### config.mk
export PLATFORM = sky130hd
export DESIGN_NAME = burst_writer
export DESIGN_NICKNAME = d
export VERILOG_FILES = /design/src/source/mixer_pkg.sv /design/src/source/burst_writer.sv
export SDC_FILE = /design/constraint.sdc
export NUM_CORES = 1
export LEC_CHECK = 0
export ABC_AREA = 0
export BUFFER_PORTS_ARGS = -buffer_cell sky130_fd_sc_hd__buf_2
export CORE_AREA = 2 2 122 124
export DETAILED_ROUTE_END_ITERATION = 8
export DIE_AREA = 0 0 124 126
export SYNTH_ARGS = -nofsm -noshare
export SYNTH_HDL_FRONTEND = slang
export SYNTH_SLANG_ARGS = --single-unit
### constraint.sdc
create_clock -name pclk0 -period 1.7 [get_ports pclk0]
set_input_delay 0.255 -clock pclk0 [delete_from_list [all_inputs] [get_ports pclk0]]
set_output_delay 0.255 -clock pclk0 [all_outputs]
set_load 0.03 [all_outputs]
### src/source/mixer_pkg.sv
`default_nettype none

package mixer_pkg;

	// one 5-6-5 pixel, green on top, then red, then blue
	typedef logic [15:0] pixel_t;

	localparam int PIXELS_PER_WORD = 8;

	// first pixel of a group sits in the lowest 16 bits
	typedef logic [PIXELS_PER_WORD*$bits(pixel_t)-1:0] mem_word_t;

	typedef logic [11:0] line_t;
	typedef logic [6:0]  word_idx_t;

	typedef struct packed {
		mem_word_t data;
		line_t     line;
		word_idx_t idx;
	} word_entry_t;

	typedef logic port_id_t;

	// byte address on the memory write port
	typedef logic [29:0] mem_addr_t;

	// address = port * region + line * stride + word * word bytes
	localparam int WORD_BYTES        = 16;
	localparam int LINE_STRIDE_BYTES = 2048;
	localparam int PORT_REGION_BYTES = 1 << 22;

endpackage

`default_nettype wire

### src/source/burst_writer.sv
`default_nettype none

module burst_writer
	import mixer_pkg::*;
(
	input  logic        pclk0,
	input  logic        vrst,
	input  logic        beat,
	input  logic        beat_first,
	input  word_entry_t beat_entry,
	input  port_id_t    beat_port,
	output logic        mem_wr_en,
	output logic        mem_cmd_en,
	output mem_word_t   mem_wr_data,
	output mem_addr_t   mem_wr_addr
);
	mem_addr_t port_base;
	mem_addr_t line_off;
	mem_addr_t word_off;
	mem_addr_t beat_addr;

	// each port owns its own region, lines on a fixed stride
	assign port_base = mem_addr_t'(beat_port) * mem_addr_t'(PORT_REGION_BYTES);
	assign line_off  = mem_addr_t'(beat_entry.line) * mem_addr_t'(LINE_STRIDE_BYTES);
	assign word_off  = mem_addr_t'(beat_entry.idx) * mem_addr_t'(WORD_BYTES);
	assign beat_addr = port_base + line_off + word_off;

	always_ff @(posedge pclk0) begin
		if (vrst) begin
			mem_wr_en  <= 1'b0;
			mem_cmd_en <= 1'b0;
		end else begin
			mem_wr_en  <= beat;
			// command goes out with the first beat of a burst
			mem_cmd_en <= beat && beat_first;
		end
	end

	always_ff @(posedge pclk0) begin
		if (beat) begin
			mem_wr_data <= beat_entry.data;
			mem_wr_addr <= beat_addr;
		end
	end

endmodule

`default_nettype wire

Word level (Yosys, flattened, before mapping)
Cells that the tools add are included.
Widths: inputs -> output; s select.
{"block": "totals", "reg_bits": 160, "output_inout_bits": 160, "wordCells": 7}
{"block": "op_classes", "n_addsub": 2, "reduce_logical": 1}
{"op": "$add 24x11->25", "n": 1}
{"op": "$add 23x23->24", "n": 1}
{"op": "$logic_and 1x1->1", "n": 1}

Longest topological paths before layout
{"block": "logic_depth", "word_depth": 2, "ltp_mapped": 1}

Worst setup path before layout
Ideal clock, no wire load.
{"block": "synth_timing", "path_type": "input to register", "from": "in beat_entry[18] (netlist name)", "to": "reg mem_wr_addr[22], data pin", "setup_ps": 261, "arrival_ps": 511, "required_time_ps": 1439, "slack_ps": 928, "stages": 1, "n_path_buf": 0, "path_cell_list": "ha_1"}
{"block": "synth_via", "elab_chain_cells": 2}
{"element": "start: declaration", "line": "burst_writer.sv:10", "source": "input word_entry_t beat_entry,"}
{"element": "$add 23x23->24", "line": "burst_writer.sv:26", "source": "assign beat_addr = port_base + line_off + word_off;"}
{"element": "$add 24x11->25", "line": "burst_writer.sv:26"}
{"element": "end signal: assignment", "line": "burst_writer.sv:42", "source": "mem_wr_addr <= beat_addr;"}
{"element": "end: declaration", "line": "burst_writer.sv:15", "source": "output mem_addr_t mem_wr_addr"}
Every way passes these cells.
A chain may end at the register's enable or synchronous reset.

Worst setup path after layout
{"block": "layout_timing", "from": "reg mem_wr_data[82]", "to": "out mem_wr_data[82]"}
{"element": "start: declaration", "line": "burst_writer.sv:14", "source": "output mem_word_t mem_wr_data,"}
{"element": "start signal: assignment", "line": "burst_writer.sv:41", "source": "mem_wr_data <= beat_entry.data;"}
No word-level cell between the ends.

==> flow_summary_export.csv <==
group,metric,value,unit
outcome,status,"finished clean",
clock_network,clock-sinks,150,
logic_synthesis,synth.top_cell.area_share,96.8,%
critical_path,path_class,"reg -> out",
sta,rsz0062_at_grt,"false",
logic_synthesis,ys_warn_count,0,
global_route,met3_usage,5.89,%
logic_synthesis,synth_edf_count,148,
routing,drt-vias-per-instance,4.09,
clock_network,root_buffer,"clkbuf_16",
critical_path,worstPathArrival,1.00,ns
global_route,grtUsageTotal,15.5,%
power,cellPowerDensity,1230,nW/um2
hold_path,hold_start,"beat_entry[131]",
logic_synthesis,ys_seq_area_share,97.7,%
die,rows,44,
critical_path,crit_chain,"buf_2",
placement,post_dp_cell_area,6370,um2
flow_run,cap_viol_max_count,0,
die,die_w,124,um
die,die_h,126,um
logic_synthesis,yosys-top-cells-area,"edfxtp_1 97%, buf_4 1.6%, dfxtp_1 0.87%, ha_1 0.27%, and3b_1 0.19%",
clock_network,post_cts_resized,0,
sta,finalSetupViolations,0,
die,core-area,14300,um2
hold_path,min_path_type,"in -> reg",
clock_network,clkTransAtPathRegs,0.06,ns
routing,dr.pass1.iters,4,
die,die_area,15600,um2
logic_synthesis,yosys.cell_types.count,7,
critical_path,endpoint_kind,"output port",
routing,wl_per_cell,16.1,um
final_layout,antenna_cells,0,
final_layout,final_nets,727,
clock_network,holdBufCountCts,85,
placement,dp_hpwl,8.44,mm
critical_path,critPathSlowestCell,"edfxtp_1",
hold_path,whs_endpoint,"mem_wr_data[112]$_DFFE_PP_",
final_layout,multiInputGateArea,65.1,um2
global_route,grt_pass1_wl,17.3,mm
final_layout,drive_above_1_share,57.8,%
sta,period_needed,1.26,ns
critical_path,slowest_delay,0.39,ns
sta,setup_tns,0,ns
final_layout,fin_area,7830,um2
logic_synthesis,synth_seq_cells,150,
placement,port_buffers,301,
final_layout,seqCellArea,4480,um2
logic_synthesis,synth-main-ff-cell,"edfxtp_1",
logic_synthesis,synth_largest_area_cell,"edfxtp_1",
global_route,first_global_vias,3404,
logic_synthesis,netlist_instances,164,
critical_path,path_max_fanout,1,
global_route,grt_max_degree,38,
routing,via_count,3157,
final_layout,flow.area_growth_from_synthesis,70.6,%
global_route,grt_overflow,0,
routing,ant_nets,0,
logic_synthesis,yosysMostFrequentCell,"edfxtp_1",
routing,drt_wl_total,12.4,mm
logic_synthesis,synthTopCellsByCount,"148 x edfxtp_1, 10 x buf_4, 2 x dfxtp_1",
power,p_leak,3.39,nW
routing,drtIter0Drc,126,
logic_synthesis,syn_area_per_cell,28.0,um2
critical_path,worstPathRequired,1.44,ns
hold_path,min_path_cells,1,
clock_network,postCtsSetupBuffers,0,
clock_network,cts_buffer_depth,2,
global_route,grt-busiest-layer,"met2",
critical_path,worst_setup_path_start_kind,"register",
global_route,use_met1,15.3,%
global_route,antenna_found_initial,1,
die,pin_count,312,
sta,fmax,795,MHz
logic_synthesis,syn-cell-area,4590,um2
critical_path,path_buf_inv,1,
clock_network,cts_buffers,17,
die,initial_utilization,32.1,%
routing,drc,0,
sta,fin_crit_sh,74.0,%
global_route,gr-usage-met2,27.7,%
logic_synthesis,async_flop_share,0,%
sta,maxSlewViolCount,0,
clock_network,tritoncts,"built",
critical_path,cp_top_family,"flip-flops",
power,ir_drop,0.585,mV
clock_network,cts_max_level,4,
final_layout,nFillCells,1178,
sta,finalHoldViolCount,0,
placement,gp_congestion,0.737,
## cells in the final DEF, fill, tap and decap left out
cell,instances
inv_6,3
nor2b_1,1
buf_4,3
buf_12,3
dlygate4sd3_1,85
bufinv_16,3
ha_1,1
conb_1,10
dfxtp_1,2
clkinvlp_4,4
buf_2,300
and3b_1,1
edfxtp_1,148
clkinv_2,3
clkbuf_16,17
clkinv_4,2
buf_6,1
## metrics by stage
stage	std cells	total power [mW]	hold WS (ns)	utilization, %	setup WS (ns)
detailed placement	654	5.72	0.430	44.5	0.524
finish	771	9.60	0.0214	54.7	0.441
global route	771	9.94	0.00117	54.7	0.392
floorplan	173	5.19	0.327	-	0.928
global placement	654	5.70	0.427	44.5	0.553
CTS	771	9.69	0.0000562	54.7	0.400
## per-layer routing
metal,vias up,share of wire (%)
li1,1459,-
met1,1466,35
met2,205,52
met3,25,11
met4,2,2.3
met5,-,0.13
## flip-flops by register name, summed over array words and instances (netlist names)
register	count
mem_wr_data	128
mem_wr_addr	20
mem_cmd_en	1
mem_wr_en	1
## worst max path at each step
stage | start | to | slack (ns) | cells after the start
finish | mem_wr_data[82]$_DFFE_PP_ | mem_wr_data[82] | 0.44 | 1
global route | mem_wr_addr[8]$_DFFE_PP_ | mem_wr_addr[8] | 0.39 | 1
CTS | mem_wr_addr[8]$_DFFE_PP_ | mem_wr_addr[8] | 0.40 | 1
detailed placement | beat | mem_wr_data[73]$_DFFE_PP_ | 0.52 | 2
global placement | beat | mem_wr_data[85]$_DFFE_PP_ | 0.55 | 2
floorplan | beat_entry[18] | mem_wr_addr[22]$_DFFE_PP_ | 0.93 | 1
## cell families after synthesis
| family | synth area share [%] |
|---|---|
| simple gates | 0.327 |
| buf+inv | 1.64 |
| other cells | 0.0817 |
| flops | 97.7 |
| fa+ha+maj | 0.273 |
## area by class of cell
type | count | area share [%]
Sequential cell | 150 | 57.3
Timing Repair Buffer | 392 | 31.2
Clock buffer | 17 | 5.43
Tap cell | 184 | 2.94
Clock inverter | 15 | 2.29
Multi-Input combinational cell | 13 | 0.831
## power breakdown
part / switching [mW] / internal, mW
clock network: 1.49 / 2.32
registers: 0.0737 / 4.39
logic: 0.876 / 0.455
(Power assumes the default switching activity.)
