File: src/source/mixer_pkg.sv
`default_nettype none

package mixer_pkg;

	// one 5-6-5 pixel, green on top, then red, then blue
	typedef logic [15:0] pixel_t;

	localparam int PIXELS_PER_WORD = 8;

	// first pixel of a group sits in the lowest 16 bits
	typedef logic [PIXELS_PER_WORD*$bits(pixel_t)-1:0] mem_word_t;

	typedef logic [11:0] line_t;
	typedef logic [6:0]  word_idx_t;

	typedef struct packed {
		mem_word_t data;
		line_t     line;
		word_idx_t idx;
	} word_entry_t;

	typedef logic port_id_t;

	// byte address on the memory write port
	typedef logic [29:0] mem_addr_t;

	// address = port * region + line * stride + word * word bytes
	localparam int WORD_BYTES        = 16;
	localparam int LINE_STRIDE_BYTES = 2048;
	localparam int PORT_REGION_BYTES = 1 << 22;

endpackage

`default_nettype wire

File: src/source/port_packer.sv
`default_nettype none

module port_packer
	import mixer_pkg::*;
#(
	parameter int LINE_PIXELS = 1024
) (
	input  logic        pclk0,
	input  logic        vrst,
	input  logic        hs,
	input  logic        vs,
	input  logic        de,
	input  logic [7:0]  r,
	input  logic [7:0]  g,
	input  logic [7:0]  b,
	output logic        push,
	output word_entry_t entry
);
	localparam int IW = $clog2(LINE_PIXELS + 1);

	logic          vs_d;
	logic          de_d;
	logic          vs_rise;
	logic          de_rise;
	logic          de_fall;
	logic [IW-1:0] pix_cnt;
	logic [IW-1:0] pix_idx;
	logic          pix_take;
	logic          word_done;
	line_t         line_cnt;
	line_t         line_now;
	pixel_t        pix;
	mem_word_t     acc;
	mem_word_t     acc_next;

	assign vs_rise = vs && !vs_d;
	assign de_rise = de && !de_d;
	assign de_fall = !de && de_d;

	// index restarts on the first pixel of a line
	assign pix_idx   = de_rise ? '0 : pix_cnt;
	assign pix_take  = de && (pix_idx < IW'(LINE_PIXELS));
	assign word_done = pix_take && ((pix_idx % PIXELS_PER_WORD) == PIXELS_PER_WORD - 1);
	assign line_now  = vs_rise ? '0 : line_cnt;

	assign pix      = {g[7:2], r[7:3], b[7:3]};
	assign acc_next = {pix, acc[$bits(mem_word_t)-1:$bits(pixel_t)]};

	always_ff @(posedge pclk0) begin
		if (vrst) begin
			vs_d     <= 1'b0;
			de_d     <= 1'b0;
			line_cnt <= '0;
			pix_cnt  <= '0;
			push     <= 1'b0;
		end else begin
			vs_d <= vs;
			de_d <= de;
			if (vs_rise)
				line_cnt <= '0;
			else if (de_fall)
				line_cnt <= line_cnt + 1'b1;
			if (pix_take)
				pix_cnt <= pix_idx + 1'b1;
			push <= word_done;
		end
	end

	// newest pixel enters at the top, so the first one ends up lowest
	always_ff @(posedge pclk0) begin
		if (pix_take)
			acc <= acc_next;
		else if (hs)
			acc <= '0;
		if (word_done) begin
			entry.data <= acc_next;
			entry.line <= line_now;
			entry.idx  <= word_idx_t'(pix_idx / PIXELS_PER_WORD);
		end
	end

endmodule

`default_nettype wire

File: config.mk
export PLATFORM = sky130hd
export DESIGN_NAME = port_packer
export DESIGN_NICKNAME = d
export VERILOG_FILES = /design/src/source/mixer_pkg.sv /design/src/source/port_packer.sv
export SDC_FILE = /design/constraint.sdc
export NUM_CORES = 1
export LEC_CHECK = 0
export BUFFER_PORTS_ARGS = -buffer_cell sky130_fd_sc_hd__buf_2
export CAP_MARGIN = 20
export CORE_MARGIN = 2
export CORE_UTILIZATION = 55
export DETAILED_ROUTE_END_ITERATION = 12
export PLACE_DENSITY = 0.78
export SLEW_MARGIN = 20
export SYNTH_ARGS = -nofsm -noshare
export SYNTH_HDL_FRONTEND = slang
export SYNTH_SLANG_ARGS = --single-unit
File: constraint.sdc
create_clock -name pclk0 -period 5.59 [get_ports pclk0]
set_clock_uncertainty 0.2 [all_clocks]
set_input_delay 0.2795 -clock pclk0 [delete_from_list [all_inputs] [get_ports pclk0]]
set_output_delay 0.2795 -clock pclk0 [all_outputs]
set_load 0.03 [all_outputs]
Yosys cells after proc, flatten, opt, wreduce, memory -nomap -nowiden
Index checks and enable logic that the tools add are counted.
- $add $sub $neg: 2
- multipliers: 0
- divide/modulo/power cells: 0
- magnitude comparators: 1
- equal/unequal tests: 1
- shift-type cells: 0
- mux-type cells: 3
- bitwise operators: 0
- reduce and logical (&&, ||, !) cells: 10
- operators by type and width (cell ; count):
    $mux W128 ; 2
    $add A12 B1 Y12 const B ; 1
    $add A11 B1 Y11 const B ; 1
    $lt A11 B11 Y1 const B ; 1
    $mux W11 ; 1
    $logic_and A1 B1 Y1 ; 5
    $eq A3 B3 Y1 const B ; 1
    $logic_not A1 Y1 ; 3
    $reduce_bool A2 Y1 ; 1
    $reduce_or A2 Y1 ; 1
- bits in registers: 301
- bits in latches: 0
- bits in writable memories: 0
- ROM bits: 0
- input port bits: 29
- output and inout port bits: 148
- word-level logic and storage cells: 26
- memories: 0

Longest topological paths before layout
- word-level depth: 6
- depth in mapped cells: 6
- depth with buffers taken out: 5

Worst setup path before layout
Ideal clock, no wire load.
- path kind: reg2reg
- from: register de_d
- to: register entry[0] (netlist bit), enable pin
- library setup time: 0.525 ns
- arrival time: 4.258 ns
- required time: 4.865 ns
- path slack: 0.608 ns
- stages on the path, launching flop included: 6
- path buffers: 1
- clock period less this slack: 4.982 ns
- path through: dfxtp_1 nand2b_1 buf_6 and3_2 ha_1 and2_1
- cells in the longest elaborated chain, start to end: 6
- elaborated cells on any way between the ends: 7
- classes of those cells: 1 x order compare; 1 x eq/ne; 1 x mux; 4 x reduce/logical
- ends and longest elaborated chain (item ; RTL line ; text):
    start: declaration ; port_packer.sv:22 ; logic de_d;
    start signal: assignment ; port_packer.sv:52 ; de_d <= 1'b0;
    start signal: assignment ; port_packer.sv:58 ; de_d <= de;
    $logic_not A1 Y1 (*) ; port_packer.sv:37 ; assign de_rise = de && !de_d;
    $logic_and A1 B1 Y1 (*) ; port_packer.sv:37 ;
    $mux W11 (*) ; port_packer.sv:41 ; assign pix_idx = de_rise ? '0 : pix_cnt;
    $lt A11 B11 Y1 ; port_packer.sv:42 ; assign pix_take = de && (pix_idx < IW'(LINE_PIXELS));
    $logic_and A1 B1 Y1 ; port_packer.sv:42 ;
    $logic_and A1 B1 Y1 (*) ; port_packer.sv:43 ; assign word_done = pix_take && ((pix_idx % PIXELS_PER_WORD) == PIXELS_PER_WORD - 1);
    via word_done ; port_packer.sv:29 ; logic word_done;
    end: declaration ; port_packer.sv:17 ; output word_entry_t entry
Mark *: on every way through the listed nets, which the timed path passes. The rest lies on a longest branch.
A chain may end at the register's enable or synchronous reset.

Final worst setup path
- from: register de_d
- to: register entry[140] (netlist bit), enable pin
Same word-level chain as after synthesis.

==> results.md <==
* Sequential share of power at 57.5%
* Via count at around 4.9k
* Mapped Area at around 10000 um^2
* Sw Ratio at a little under a fifth
* Psw at between 0.8 and 0.9 mW
* TritonCTS clock tree: built
* Worst-Skew Late Latency at approximately 520 ps
* Fin nets at roughly 770
* Ys Warns at 0
* Syn Inst Count at about 530
* Port Buffer Count at approximately 170
* Reg area at slightly above 8000 um^2
* Hold Crit Class: flip-flop to flip-flop
* Outcome: complete, no violations
* Power Density at ~350 nW/um^2
* Most common cell after layout, fill and taps aside: edfxtp_1
* Highest ir drop seen on vdd at 289 uV
* Vias per Instance at about 5
* Core area at between 15,000 and 20,000 um^2
* Hold Fails Final Rpt at 0
* Area delta synth->final at 21.9%
* Setup TNS Final at 0 ps
* Cell Chain, Critical Path: nand2b_1 > and3_2 > ha_1 > and2_4 > buf_4
* Minimum clock period at 3160 ps
* Startpoint types: flip-flop
* Slew headroom at between 40% and 50%
* Fin area at between 10,000 and 15,000 um^2
* Clock share of power at between 40 and 50%
* CTS clk-pin slew, worst paths at 60 ps
* Sequential area share after synthesis at a little over four fifths
* DR iter-0 viols at around 280
* Crit path max-delay family: simple AND/OR/NAND/NOR gates
* DP Area at between 10,000 and 15,000 um^2
* Routed Antenna Nets at 0
* Final setup viols at 0
* Logic pwr share at 2.3%
* Final GP Congestion at approximately 0.79
* CTS Buffer Depth at 3
* First-pass GRT wire length at between 20,000 and 30,000 um
* Largest net degree at the start of global routing at 81
* Max_cap viols at 0
* Max Fclk at between 0.3 and 0.4 GHz
* Vias in the first global route at ~4.9k
* Pleak at ~4.5 nW
* Max-slew violations at 0
* Antenna violations before repair at 0
* Crit. End Element: flip-flop
* H-tree depth at 1
* Commonest cells after routing, fill and taps aside: edfxtp_1, buf_2, and2_1, clkbuf_16, dfxtp_1
* Initial Utilization at roughly 56%
* Die span in y at around 140 um
* Global route total overflow at 0
* Top-area cell type share of the netlist area at around four fifths
* Ant diodes at 0
* CP bufs+invs at 1
* Die width at 138 um
* Share of cells above drive strength 1 at between 20 and 30%
* Multi-input logic area at roughly 1400 um^2
* Post-DP HPWL at around 9900 um
* Num CTS Buffers at 27
* CP max-delay cell: and2_4
* Syn_nets at between 500 and 600
* Pre-CTS setup slack at approximately 2000 ps
* DRT Pass-1 Iters at 4
* Worst EP required at approximately 5600 ps
* Fill cells at 1,153
* Synth Register Bits at around 290
* Worst Path Class, Setup: flip-flop to flip-flop
* Distinct cells, synth at 36
* Wirelength per Cell at ~17 um
* I/O Pins at ~180
* Drt total wl at between 15,000 and 20,000 um
* FP Rows at 48
* Tcrit/Tclk final at a little under three fifths
* Most used DFF post-synth: edfxtp_1
* Worst Path Arrival at about 3100 ps
* Internal Power at around 3.4 mW
* # DRC at 0
* CTS root buf: clkbuf_16
* RSZ-0062 raised after global routing: no
* Clock Sinks at about 290
* Post-synth EDFFs at around 260
* Worst Setup Slack, final at 2430 ps
* Total Power at 4.24 mW
* Max stage delay on crit path at 680 ps
* Area contributors post-synth: edfxtp_1, and2_1, dfxtp_1
* Mapped Avg Cell Area at approximately 18 um^2
* Worst-Margin Slew at approximately 880 ps
* Die ar. at ~19,000 um^2
* GR Util All Layers at roughly 17%
* Post-CTS Setup Bufs at 0
* Async S/R FF share, synth at 0%
* Yosys top cell by area: edfxtp_1
* Crit path max fanout at 63
## kinds of logic (layout without fill, tap and decap cells)
| kind of cell | Yosys count | after routing | synth area share, % |
|---|---|---|---|
| AND/OR/NAND/NOR | 192 | 192 | 11.9 |
| XOR/XNOR | 14 | 14 | 1.25 |
| buffers and inverters | 24 | 246 | 1.01 |
| AO/OA/AOI/OAI | 12 | 12 | 0.766 |
| adder cells (fa/ha/maj) | 2 | 2 | 0.255 |
| multiplexers | 2 | 2 | 0.204 |
| flip-flops | 285 | 285 | 84.6 |
## area by class of cell
cell class | count | area share [%]
Clock inverter | 17 | 1.11
Clock buffer | 31 | 5.78
Inverter | 4 | 0.126
Sequential cell | 285 | 69.4
Timing Repair Buffer | 194 | 9.32
Multi-Input combinational cell | 222 | 11.9
Tap cell | 225 | 2.36
## final timing paths
path                          endpoint  cells after the start  slack, ps                  start
setup / recovery  entry[140]$_DFFE_PP_                      5       2430        de_d$_SDFF_PP0_
hold / removal     entry[21]$_DFFE_PP_                      0        220  acc[18]$_SDFFCE_PN0P_
setup reg to reg  entry[140]$_DFFE_PP_                      5       2430        de_d$_SDFF_PP0_
hold reg to reg    entry[21]$_DFFE_PP_                      0        220  acc[18]$_SDFFCE_PN0P_
## Yosys cell counts, drive strengths merged (2+ instances only)
master	n
edfxtp	259
and2	134
dfxtp	26
clkbuf	18
nor2	15
xor2	11
nand2	8
nand4	6
a21oi	5
nand3	5
and3	4
inv	4
nor3	4
and4b	3
nand2b	3
nor2b	3
xnor2	3
and2b	2
buf	2
ha	2
mux2i	2
o21ai	2
or3	2
## registers in the layout, indices dropped and copies added, names as in the netlist
| register | flops |
|---|---|
| de_d | 1 |
| entry | 147 |
| acc | 112 |
| vs_d | 1 |
| line_cnt | 12 |
| pix_cnt | 11 |
| push | 1 |
## per-stage QoR
step                instances  hold slack, ps  utilization, %
finish                    978             218            68.9
detailed placement        908             205            62.7
global placement          908             201            62.7
CTS                       976             219            68.6
floorplan                 531             151               -
global route              978             231            68.9
## timing repair
item / in CTS / in global routing
resized for setup: 0 / 0
endpoints found under the hold margin: 46 / 0
hold buffers: 20 / 0
## power by group through the flow
| stage | clock, mW | combinational (mW) | sequential [mW] |
|---|---|---|---|
| after floorplan | 0 | 0.0575 | 2.47 |
| after global placement | 0 | 0.0763 | 2.48 |
| after detailed placement | 0 | 0.0821 | 2.49 |
| after CTS | 1.73 | 0.0930 | 2.44 |
| after global routing | 1.80 | 0.108 | 2.45 |
| final | 1.70 | 0.0961 | 2.44 |
## routing by layer
layer	part of all wire (%)	vias up	track usage, %
met5	0	-	0
met4	2.5	0	5.27
met3	9.8	32	6.33
met2	48	186	28.4
met1	40	2354	22.3
li1	-	2327	-
## worst reg2reg max path, cell delays in order (launching register included)
cell and delay (ps):
dfxtp_1 480, nand2b_1 360, and3_2 240, ha_1 130, and2_4 680, buf_4 680
Note: power is estimated with default switching activity, not from simulation.
