File: src/source/mixer_pkg.sv
`default_nettype none

package mixer_pkg;

	// one 5-6-5 pixel, green on top, then red, then blue
	typedef logic [15:0] pixel_t;

	localparam int PIXELS_PER_WORD = 8;

	// first pixel of a group sits in the lowest 16 bits
	typedef logic [PIXELS_PER_WORD*$bits(pixel_t)-1:0] mem_word_t;

	typedef logic [11:0] line_t;
	typedef logic [6:0]  word_idx_t;

	typedef struct packed {
		mem_word_t data;
		line_t     line;
		word_idx_t idx;
	} word_entry_t;

	typedef logic port_id_t;

	// byte address on the memory write port
	typedef logic [29:0] mem_addr_t;

	// address = port * region + line * stride + word * word bytes
	localparam int WORD_BYTES        = 16;
	localparam int LINE_STRIDE_BYTES = 2048;
	localparam int PORT_REGION_BYTES = 1 << 22;

endpackage

`default_nettype wire

File: src/source/word_stream_if.sv
`default_nettype none

interface word_stream_if
	import mixer_pkg::*;
#(
	parameter int FIFO_DEPTH = 64
);
	localparam int LW = $clog2(FIFO_DEPTH + 1);

	// head entry, valid while empty is low
	word_entry_t   entry;
	logic          pop;
	// number of entries waiting
	logic [LW-1:0] level;
	logic          empty;

	modport fifo_side (
		output entry,
		output level,
		output empty,
		input  pop
	);

	modport arb_side (
		input  entry,
		input  level,
		input  empty,
		output pop
	);

endinterface

`default_nettype wire
File: src/source/port_arbiter.sv
`default_nettype none

module port_arbiter
	import mixer_pkg::*;
#(
	parameter int BURST_WORDS = 4
) (
	input  logic           pclk0,
	input  logic           vrst,
	input  logic           mem_wr_full,
	word_stream_if.arb_side p0,
	word_stream_if.arb_side p1,
	output logic           beat,
	output logic           beat_first,
	output word_entry_t    beat_entry,
	output port_id_t       beat_port
);
	localparam int CW = (BURST_WORDS > 1) ? $clog2(BURST_WORDS) : 1;

	typedef enum logic {
		ARB_IDLE,
		ARB_BURST
	} arb_state_t;

	arb_state_t    state;
	port_id_t      sel;
	logic [CW-1:0] beat_cnt;
	logic          p0_ready;
	logic          p1_ready;
	logic          sel_empty;
	logic          take;

	assign p0_ready  = !p0.empty && (p0.level >= BURST_WORDS);
	assign p1_ready  = !p1.empty && (p1.level >= BURST_WORDS);
	assign sel_empty = sel ? p1.empty : p0.empty;
	assign take      = (state == ARB_BURST) && !mem_wr_full && !sel_empty;

	assign p0.pop = take && !sel;
	assign p1.pop = take && sel;

	// the pop itself is the beat, burst_writer captures it at the next edge
	assign beat       = take;
	assign beat_first = take && (beat_cnt == '0);
	assign beat_entry = sel ? p1.entry : p0.entry;
	assign beat_port  = sel;

	always_ff @(posedge pclk0) begin
		if (vrst) begin
			state    <= ARB_IDLE;
			sel      <= 1'b0;
			beat_cnt <= '0;
		end else begin
			case (state)
			ARB_IDLE: begin
				beat_cnt <= '0;
				if (!mem_wr_full) begin
					// fuller port wins, port 0 on a tie
					if (p1_ready && (p1.level > p0.level)) begin
						sel   <= 1'b1;
						state <= ARB_BURST;
					end else if (p0_ready) begin
						sel   <= 1'b0;
						state <= ARB_BURST;
					end else if (p1_ready) begin
						sel   <= 1'b1;
						state <= ARB_BURST;
					end
				end
			end
			ARB_BURST: begin
				if (take) begin
					beat_cnt <= beat_cnt + 1'b1;
					if (beat_cnt == CW'(BURST_WORDS - 1))
						state <= ARB_IDLE;
				end
			end
			default: state <= ARB_IDLE;
			endcase
		end
	end

endmodule

`default_nettype wire

File: src/flat_wrapper.sv
// flat-port wrapper written by rule: the top's interface ports become plain ports
module port_arbiter_flat import mixer_pkg::*;
#(
	parameter int BURST_WORDS = 4
)
  (pclk0, vrst, mem_wr_full, beat, beat_first, beat_entry, beat_port, p0_entry, p0_level, p0_empty, p0_pop, p1_entry, p1_level, p1_empty, p1_pop);
  word_stream_if p0_i ();
  word_stream_if p1_i ();
  input  logic pclk0;
  input  logic vrst;
  input  logic mem_wr_full;
  output logic beat;
  output logic beat_first;
  output word_entry_t beat_entry;
  output port_id_t beat_port;
  input wire logic [$bits(p0_i.entry)-1:0] p0_entry;
  input wire logic [$bits(p0_i.level)-1:0] p0_level;
  input wire logic [$bits(p0_i.empty)-1:0] p0_empty;
  output wire logic [$bits(p0_i.pop)-1:0] p0_pop;
  input wire logic [$bits(p1_i.entry)-1:0] p1_entry;
  input wire logic [$bits(p1_i.level)-1:0] p1_level;
  input wire logic [$bits(p1_i.empty)-1:0] p1_empty;
  output wire logic [$bits(p1_i.pop)-1:0] p1_pop;
  assign p0_i.entry = p0_entry;
  assign p0_i.level = p0_level;
  assign p0_i.empty = p0_empty;
  assign p0_pop = p0_i.pop;
  assign p1_i.entry = p1_entry;
  assign p1_i.level = p1_level;
  assign p1_i.empty = p1_empty;
  assign p1_pop = p1_i.pop;
  port_arbiter #(.BURST_WORDS(BURST_WORDS)) u_core (.pclk0(pclk0), .vrst(vrst), .mem_wr_full(mem_wr_full), .p0(p0_i), .p1(p1_i), .beat(beat), .beat_first(beat_first), .beat_entry(beat_entry), .beat_port(beat_port));
endmodule
File: config.mk
export PLATFORM = sky130hd
export DESIGN_NAME = port_arbiter_flat
export DESIGN_NICKNAME = d
export VERILOG_FILES = /design/src/source/mixer_pkg.sv /design/src/source/word_stream_if.sv /design/src/source/port_arbiter.sv /design/src/flat_wrapper.sv
export SDC_FILE = /design/constraint.sdc
export NUM_CORES = 1
export LEC_CHECK = 0
export ABC_AREA = 1
export BUFFER_PORTS_ARGS = -buffer_cell sky130_fd_sc_hd__buf_2
export CAP_MARGIN = 20
export CORE_AREA = 2 2 180 182
export DETAILED_ROUTE_END_ITERATION = 12
export DIE_AREA = 0 0 182 184
export GPL_TIMING_DRIVEN = 0
export PLACE_DENSITY = 0.33
export SLEW_MARGIN = 25
export SYNTH_ARGS = -nofsm -noshare
export SYNTH_HDL_FRONTEND = slang
export SYNTH_SLANG_ARGS = --single-unit
File: constraint.sdc
create_clock -name pclk0 -period 1.22 [get_ports pclk0]
set_input_delay 0.244 -clock pclk0 [delete_from_list [all_inputs] [get_ports pclk0]]
set_output_delay 0.244 -clock pclk0 [all_outputs]
set_load 0.02 [all_outputs]
# == Word-level counts from Yosys, hierarchy flattened ==
# Cells that the tools add are included.
# W data, S select, Z words.
# totals
regBits,4
word_cells,41
# classes
addsub,1
order_cmp,3
n_mux,14
bitwise_logic,2
n_eq_ne,2
reduce_logical,16
# ops
operator,n
$mux W147,1
$ge A7 B3 Y1 const B,2
$mux W1,10
$logic_and A1 B1 Y1,8
$gt A7 B7 Y1,1
$logic_not A1 Y1,5
$pmux W2 S2,1
$reduce_and A3 Y1,1
$reduce_bool A3 Y1,1
$add A2 B1 Y2 const B,1
$eq A2 B2 Y1 const B,1
$logic_not A2 Y1,1
$mux W2,1
$ne A2 B2 Y1 const B,1
$not A1 Y1,2
$pmux W1 S2,1

# == Logic depth before layout (Yosys ltp) ==
# logic_depth
ltp_word,7
ltp_mapped,10
depth_no_buf,10

# == Worst setup path before layout ==
# OpenSTA, ideal clock, no wires.
# synth_timing
path_type,register to output
start,"register u_core.sel, in the netlist u_core.beat_port"
end,output port beat_entry[111] (netlist name)
path_stages_with_launch,7
n_path_buf,3
t_required_ns,0.976
arrival_time_ns,1.191
path_slack_ns,-0.215
cell_sequence,dfxtp_1 -> buf_2 -> clkinv_2 -> buf_4 -> buf_2 -> nand2_1 -> nand2_1
# synth_rtl
element,line_no,source
from (decl),port_arbiter.sv:26,port_id_t sel;
from (signal assigned),port_arbiter.sv:50,sel <= 1'b0;
from (signal assigned),port_arbiter.sv:59,sel <= 1'b1;
from (signal assigned),port_arbiter.sv:62,sel <= 1'b0;
to (decl),flat_wrapper.sv:14,output word_entry_t beat_entry;

==> implementation parameters <==
Parameter                              Value

Timing
  Measured slew at the worst slew-check pin    282.2 ps
  Worst Slack Setup Final    -382.9 ps
  RSZ-0062 raised after global routing    true
  Final critical-path required period    approximately 1600 ps
  Upper clock frequency limit    between 600 and 700 MHz
  Count of endpoints failing hold in the final timing report    0
  Slew Viols, Final    0
  Share of the cycle needed by the critical path after routing    1.314
  Worst clock skew on the final layout    1.739 ps
  Final setup vio count    ~150
  Total Neg Setup Slack    -48,270 ps
  Relative max-transition margin    0.8106

Clock network
  Number of buffers on the longest clock path    2
  Clock buffers created by TritonCTS    3
  Insertion delay of the later-clocked pin in the worst-skew pair    between 200 and 250 ps
  Max H-tree Level    1
  Number of sinks handled by clock tree synthesis    4
  Clock-pin slew of the registers on the worst-case setup and hold paths    roughly 30 ps
  Clock tree from TritonCTS    yes
  Clock Tree Root    clkbuf_16

Job
  Reported max-cap violation count    0

Worst setup path
  Required @ worst endpoint    slightly below 1000 ps
  Crit-path cells    clkinv_8 > buf_16 > clkbuf_16 > nand2_2 > nand2_2 > buf_2
  Arrival time at the worst endpoint    1360 ps
  Slowest stage delay, CP    about 400 ps
  Start-to-end type of the worst setup path    flop to output port
  Type of element launching the critical path    flop
  Kind of end point of the critical path    output port
  Critical path's slowest cell    dfxtp_4
  Max FO, Critical Path    8
  Most numerous cell on the critical path    nand2_2

Global routing
  Total track usage    0.1101
  Pin count of the biggest net entering global routing    11
  Initial antenna violation count    1
  Gr ovfl total    0
  Wire length of the first global-routing pass    ~28 mm
  Number of global-route vias before repair    4,970

Pwr
  Standby leakage power    0.004203 uW
  IR Drop Worst-Case VDD    358.4 uV
  Power, Total    5220 uW
  PD cells    about 710 nW/um^2

Route
  Drt wl/cell    between 10 and 15 um
  Initial DRC count    76
  Via total after detailed routing    5,047
  Total routed wirelength    around 21 mm
  Number of remaining DRC errors    0
  Post-DR vias/cell    about 3.5
  Number of nets with antenna violations after routing    0
  Number of search-and-repair iterations in the first detailed-routing pass    4

Floorplan
  I/O pin total    approximately 470
  Horizontal die dimension    approximately 180 um
  Area of the die    33,490 sq um
  Number of placement rows    65
  Height of the die    around 180 um
  Core Area    31,390 sq um
  Starting density of the core    0.07477

Place
  HPWL after DPL    between 15 and 20 mm
  Area of placed instances    about 5500 sq um
  Total of buffers placed on input and output ports    between 400 and 500
  RD Place Congestion    roughly 0.80
  Post-Place Setup Slack    -761.7 ps

Yosys
  Syn avg cell area    4.222 sq um
  Number of flip-flops and latches in the synthesized netlist    4
  Count of different cell masters after synthesis    21
  Gate Count Post-Synth    roughly 560
  Post-Synthesis Cell Area    2347 sq um
  Net Count, Synth    around 880
  Sequential share of the synthesized area    0.03412
  Synth Warn #    0

Layout
  Total non-filler cell area in the finished layout    approximately 7400 sq um
  Ratio of cells with drive above 1 in the final layout    0.7300
  Signed area change from the synthesized netlist to the final layout    213.8%
  Fill cell total of the finished layout    3,629
  Number of nets in the layout    roughly 1,400

Outcome
  Outcome    complete, but fails checks
  Violated checks    setup timing

Hold path
  Kind of path behind the tightest hold check    input pin to flop
[cells by family after synthesis]
family,after synthesis,share of synthesized area
flip-flops,4,0.03412
adder cells (fa/ha/maj),9,0.04798
buffers and inverters,56,0.1178
AO/OA/AOI/OAI,9,0.02239
AND/OR/NAND/NOR,478,0.7777
[critical path, delay by kind of cell (launching register included)]
kind | cells | cell delay, ps
and+or+nand+nor | 2 | 120
DFF | 1 | 400
buffers and inverters | 4 | 600
[final cells by class]
cell class	count	area, sq um	share of cell area
repair buffers	478	3198	0.4343
multi-input cells	496	2924	0.3970
well taps	402	503.0	0.06830
plain buffers	32	470.5	0.06388
inverters	23	103.9	0.01410
flip-flops and latches	4	83.83	0.01138
clock buffers	4	78.83	0.01070
diodes	1	2.502	0.0003398
[routing by layer]
metal | track usage | vias to the layer above | wire [um]
met3 | 0.01862 | 10 | 1460
met2 | 0.2234 | 261 | 11290
li1 | - | 2614 | -
met4 | 0.01258 | 0 | 130
met1 | 0.1215 | 2162 | 7864
met5 | 0 | - | 0
[cells in the mapped netlist]
master / count / share of area
a21oi_1: 4 / 0.0085
a21oi_2: 2 / 0.0075
buf_2: 21 / 0.045
buf_4: 9 / 0.029
clkbuf_1: 3 / 0.0048
clkinv_1: 5 / 0.0080
clkinv_2: 1 / 0.0021
clkinv_4: 1 / 0.0037
dfxtp_1: 4 / 0.034
ha_1: 9 / 0.048
inv_1: 15 / 0.024
inv_2: 1 / 0.0016
nand2_1: 458 / 0.73
nand2_2: 1 / 0.0027
nand3_1: 6 / 0.013
nand3_4: 1 / 0.0075
nand3b_1: 1 / 0.0032
nor2_1: 9 / 0.014
nor2_2: 1 / 0.0027
nor3_1: 1 / 0.0021
o21ai_1: 3 / 0.0064
[report_power, final]
group	leakage (uW)	switching (uW)	internal (uW)	total, uW
Sequential	0.0000334	17.7	141	159
Clock	0.0000382	101	432	533
Combinational	0.00413	2430	2100	4530
[flip-flops by register name, summed over array words and instances, names as in the netlist]
| name | cells |
|---|---|
| u_core.beat_cnt | 2 |
| u_core.beat_port | 1 |
| u_core.state | 1 |
[metrics by stage]
| stage | std cells | hold slack [ps] | utilization |
|---|---|---|---|
| 3_5_place_dp | 1422 | 426.9 | 0.1746 |
| 4_1_cts | 1433 | 192.3 | 0.2077 |
| 3_3_place_gp | 1422 | 427.9 | 0.1746 |
| 2_1_floorplan | 556 | 306.4 | - |
| 5_1_grt | 1439 | 199.6 | 0.2345 |
| 6_report | 1440 | 195.6 | 0.2346 |
[worst paths after layout]
kind	start	endpoint	slack, ps	cells past startpoint
min	vrst	u_core.beat_cnt[1]$_SDFFE_PP0P_	200	2
min reg2reg	u_core.beat_cnt[1]$_SDFFE_PP0P_	u_core.beat_cnt[1]$_SDFFE_PP0P_	510	2
max	u_core.beat_port$_SDFFE_PP0P_	beat_entry[89]	-380	6
max reg2reg	u_core.beat_port$_SDFFE_PP0P_	u_core.state$_SDFF_PP0_	-80	9
[repair_timing]
item                                    CTS  global route
endpoints found under the setup margin  151           156
pin swaps                                 1             9
hold buffers                              0             0
gates resized for setup                 255           213
buffers inserted                          4             1
cloned                                    4             5
[cells in the final DEF, fill, tap and decap left out, drive strengths merged]
master / instances
a21oi: 6
clkinv: 7
nand3: 7
diode: 1
nand2: 459
nor2: 10
nor3: 1
o21ai: 3
dfxtp: 4
ha: 9
buf: 502
clkbuf: 12
inv: 16
nand3b: 1
Note: power is estimated with default switching activity, not from simulation.
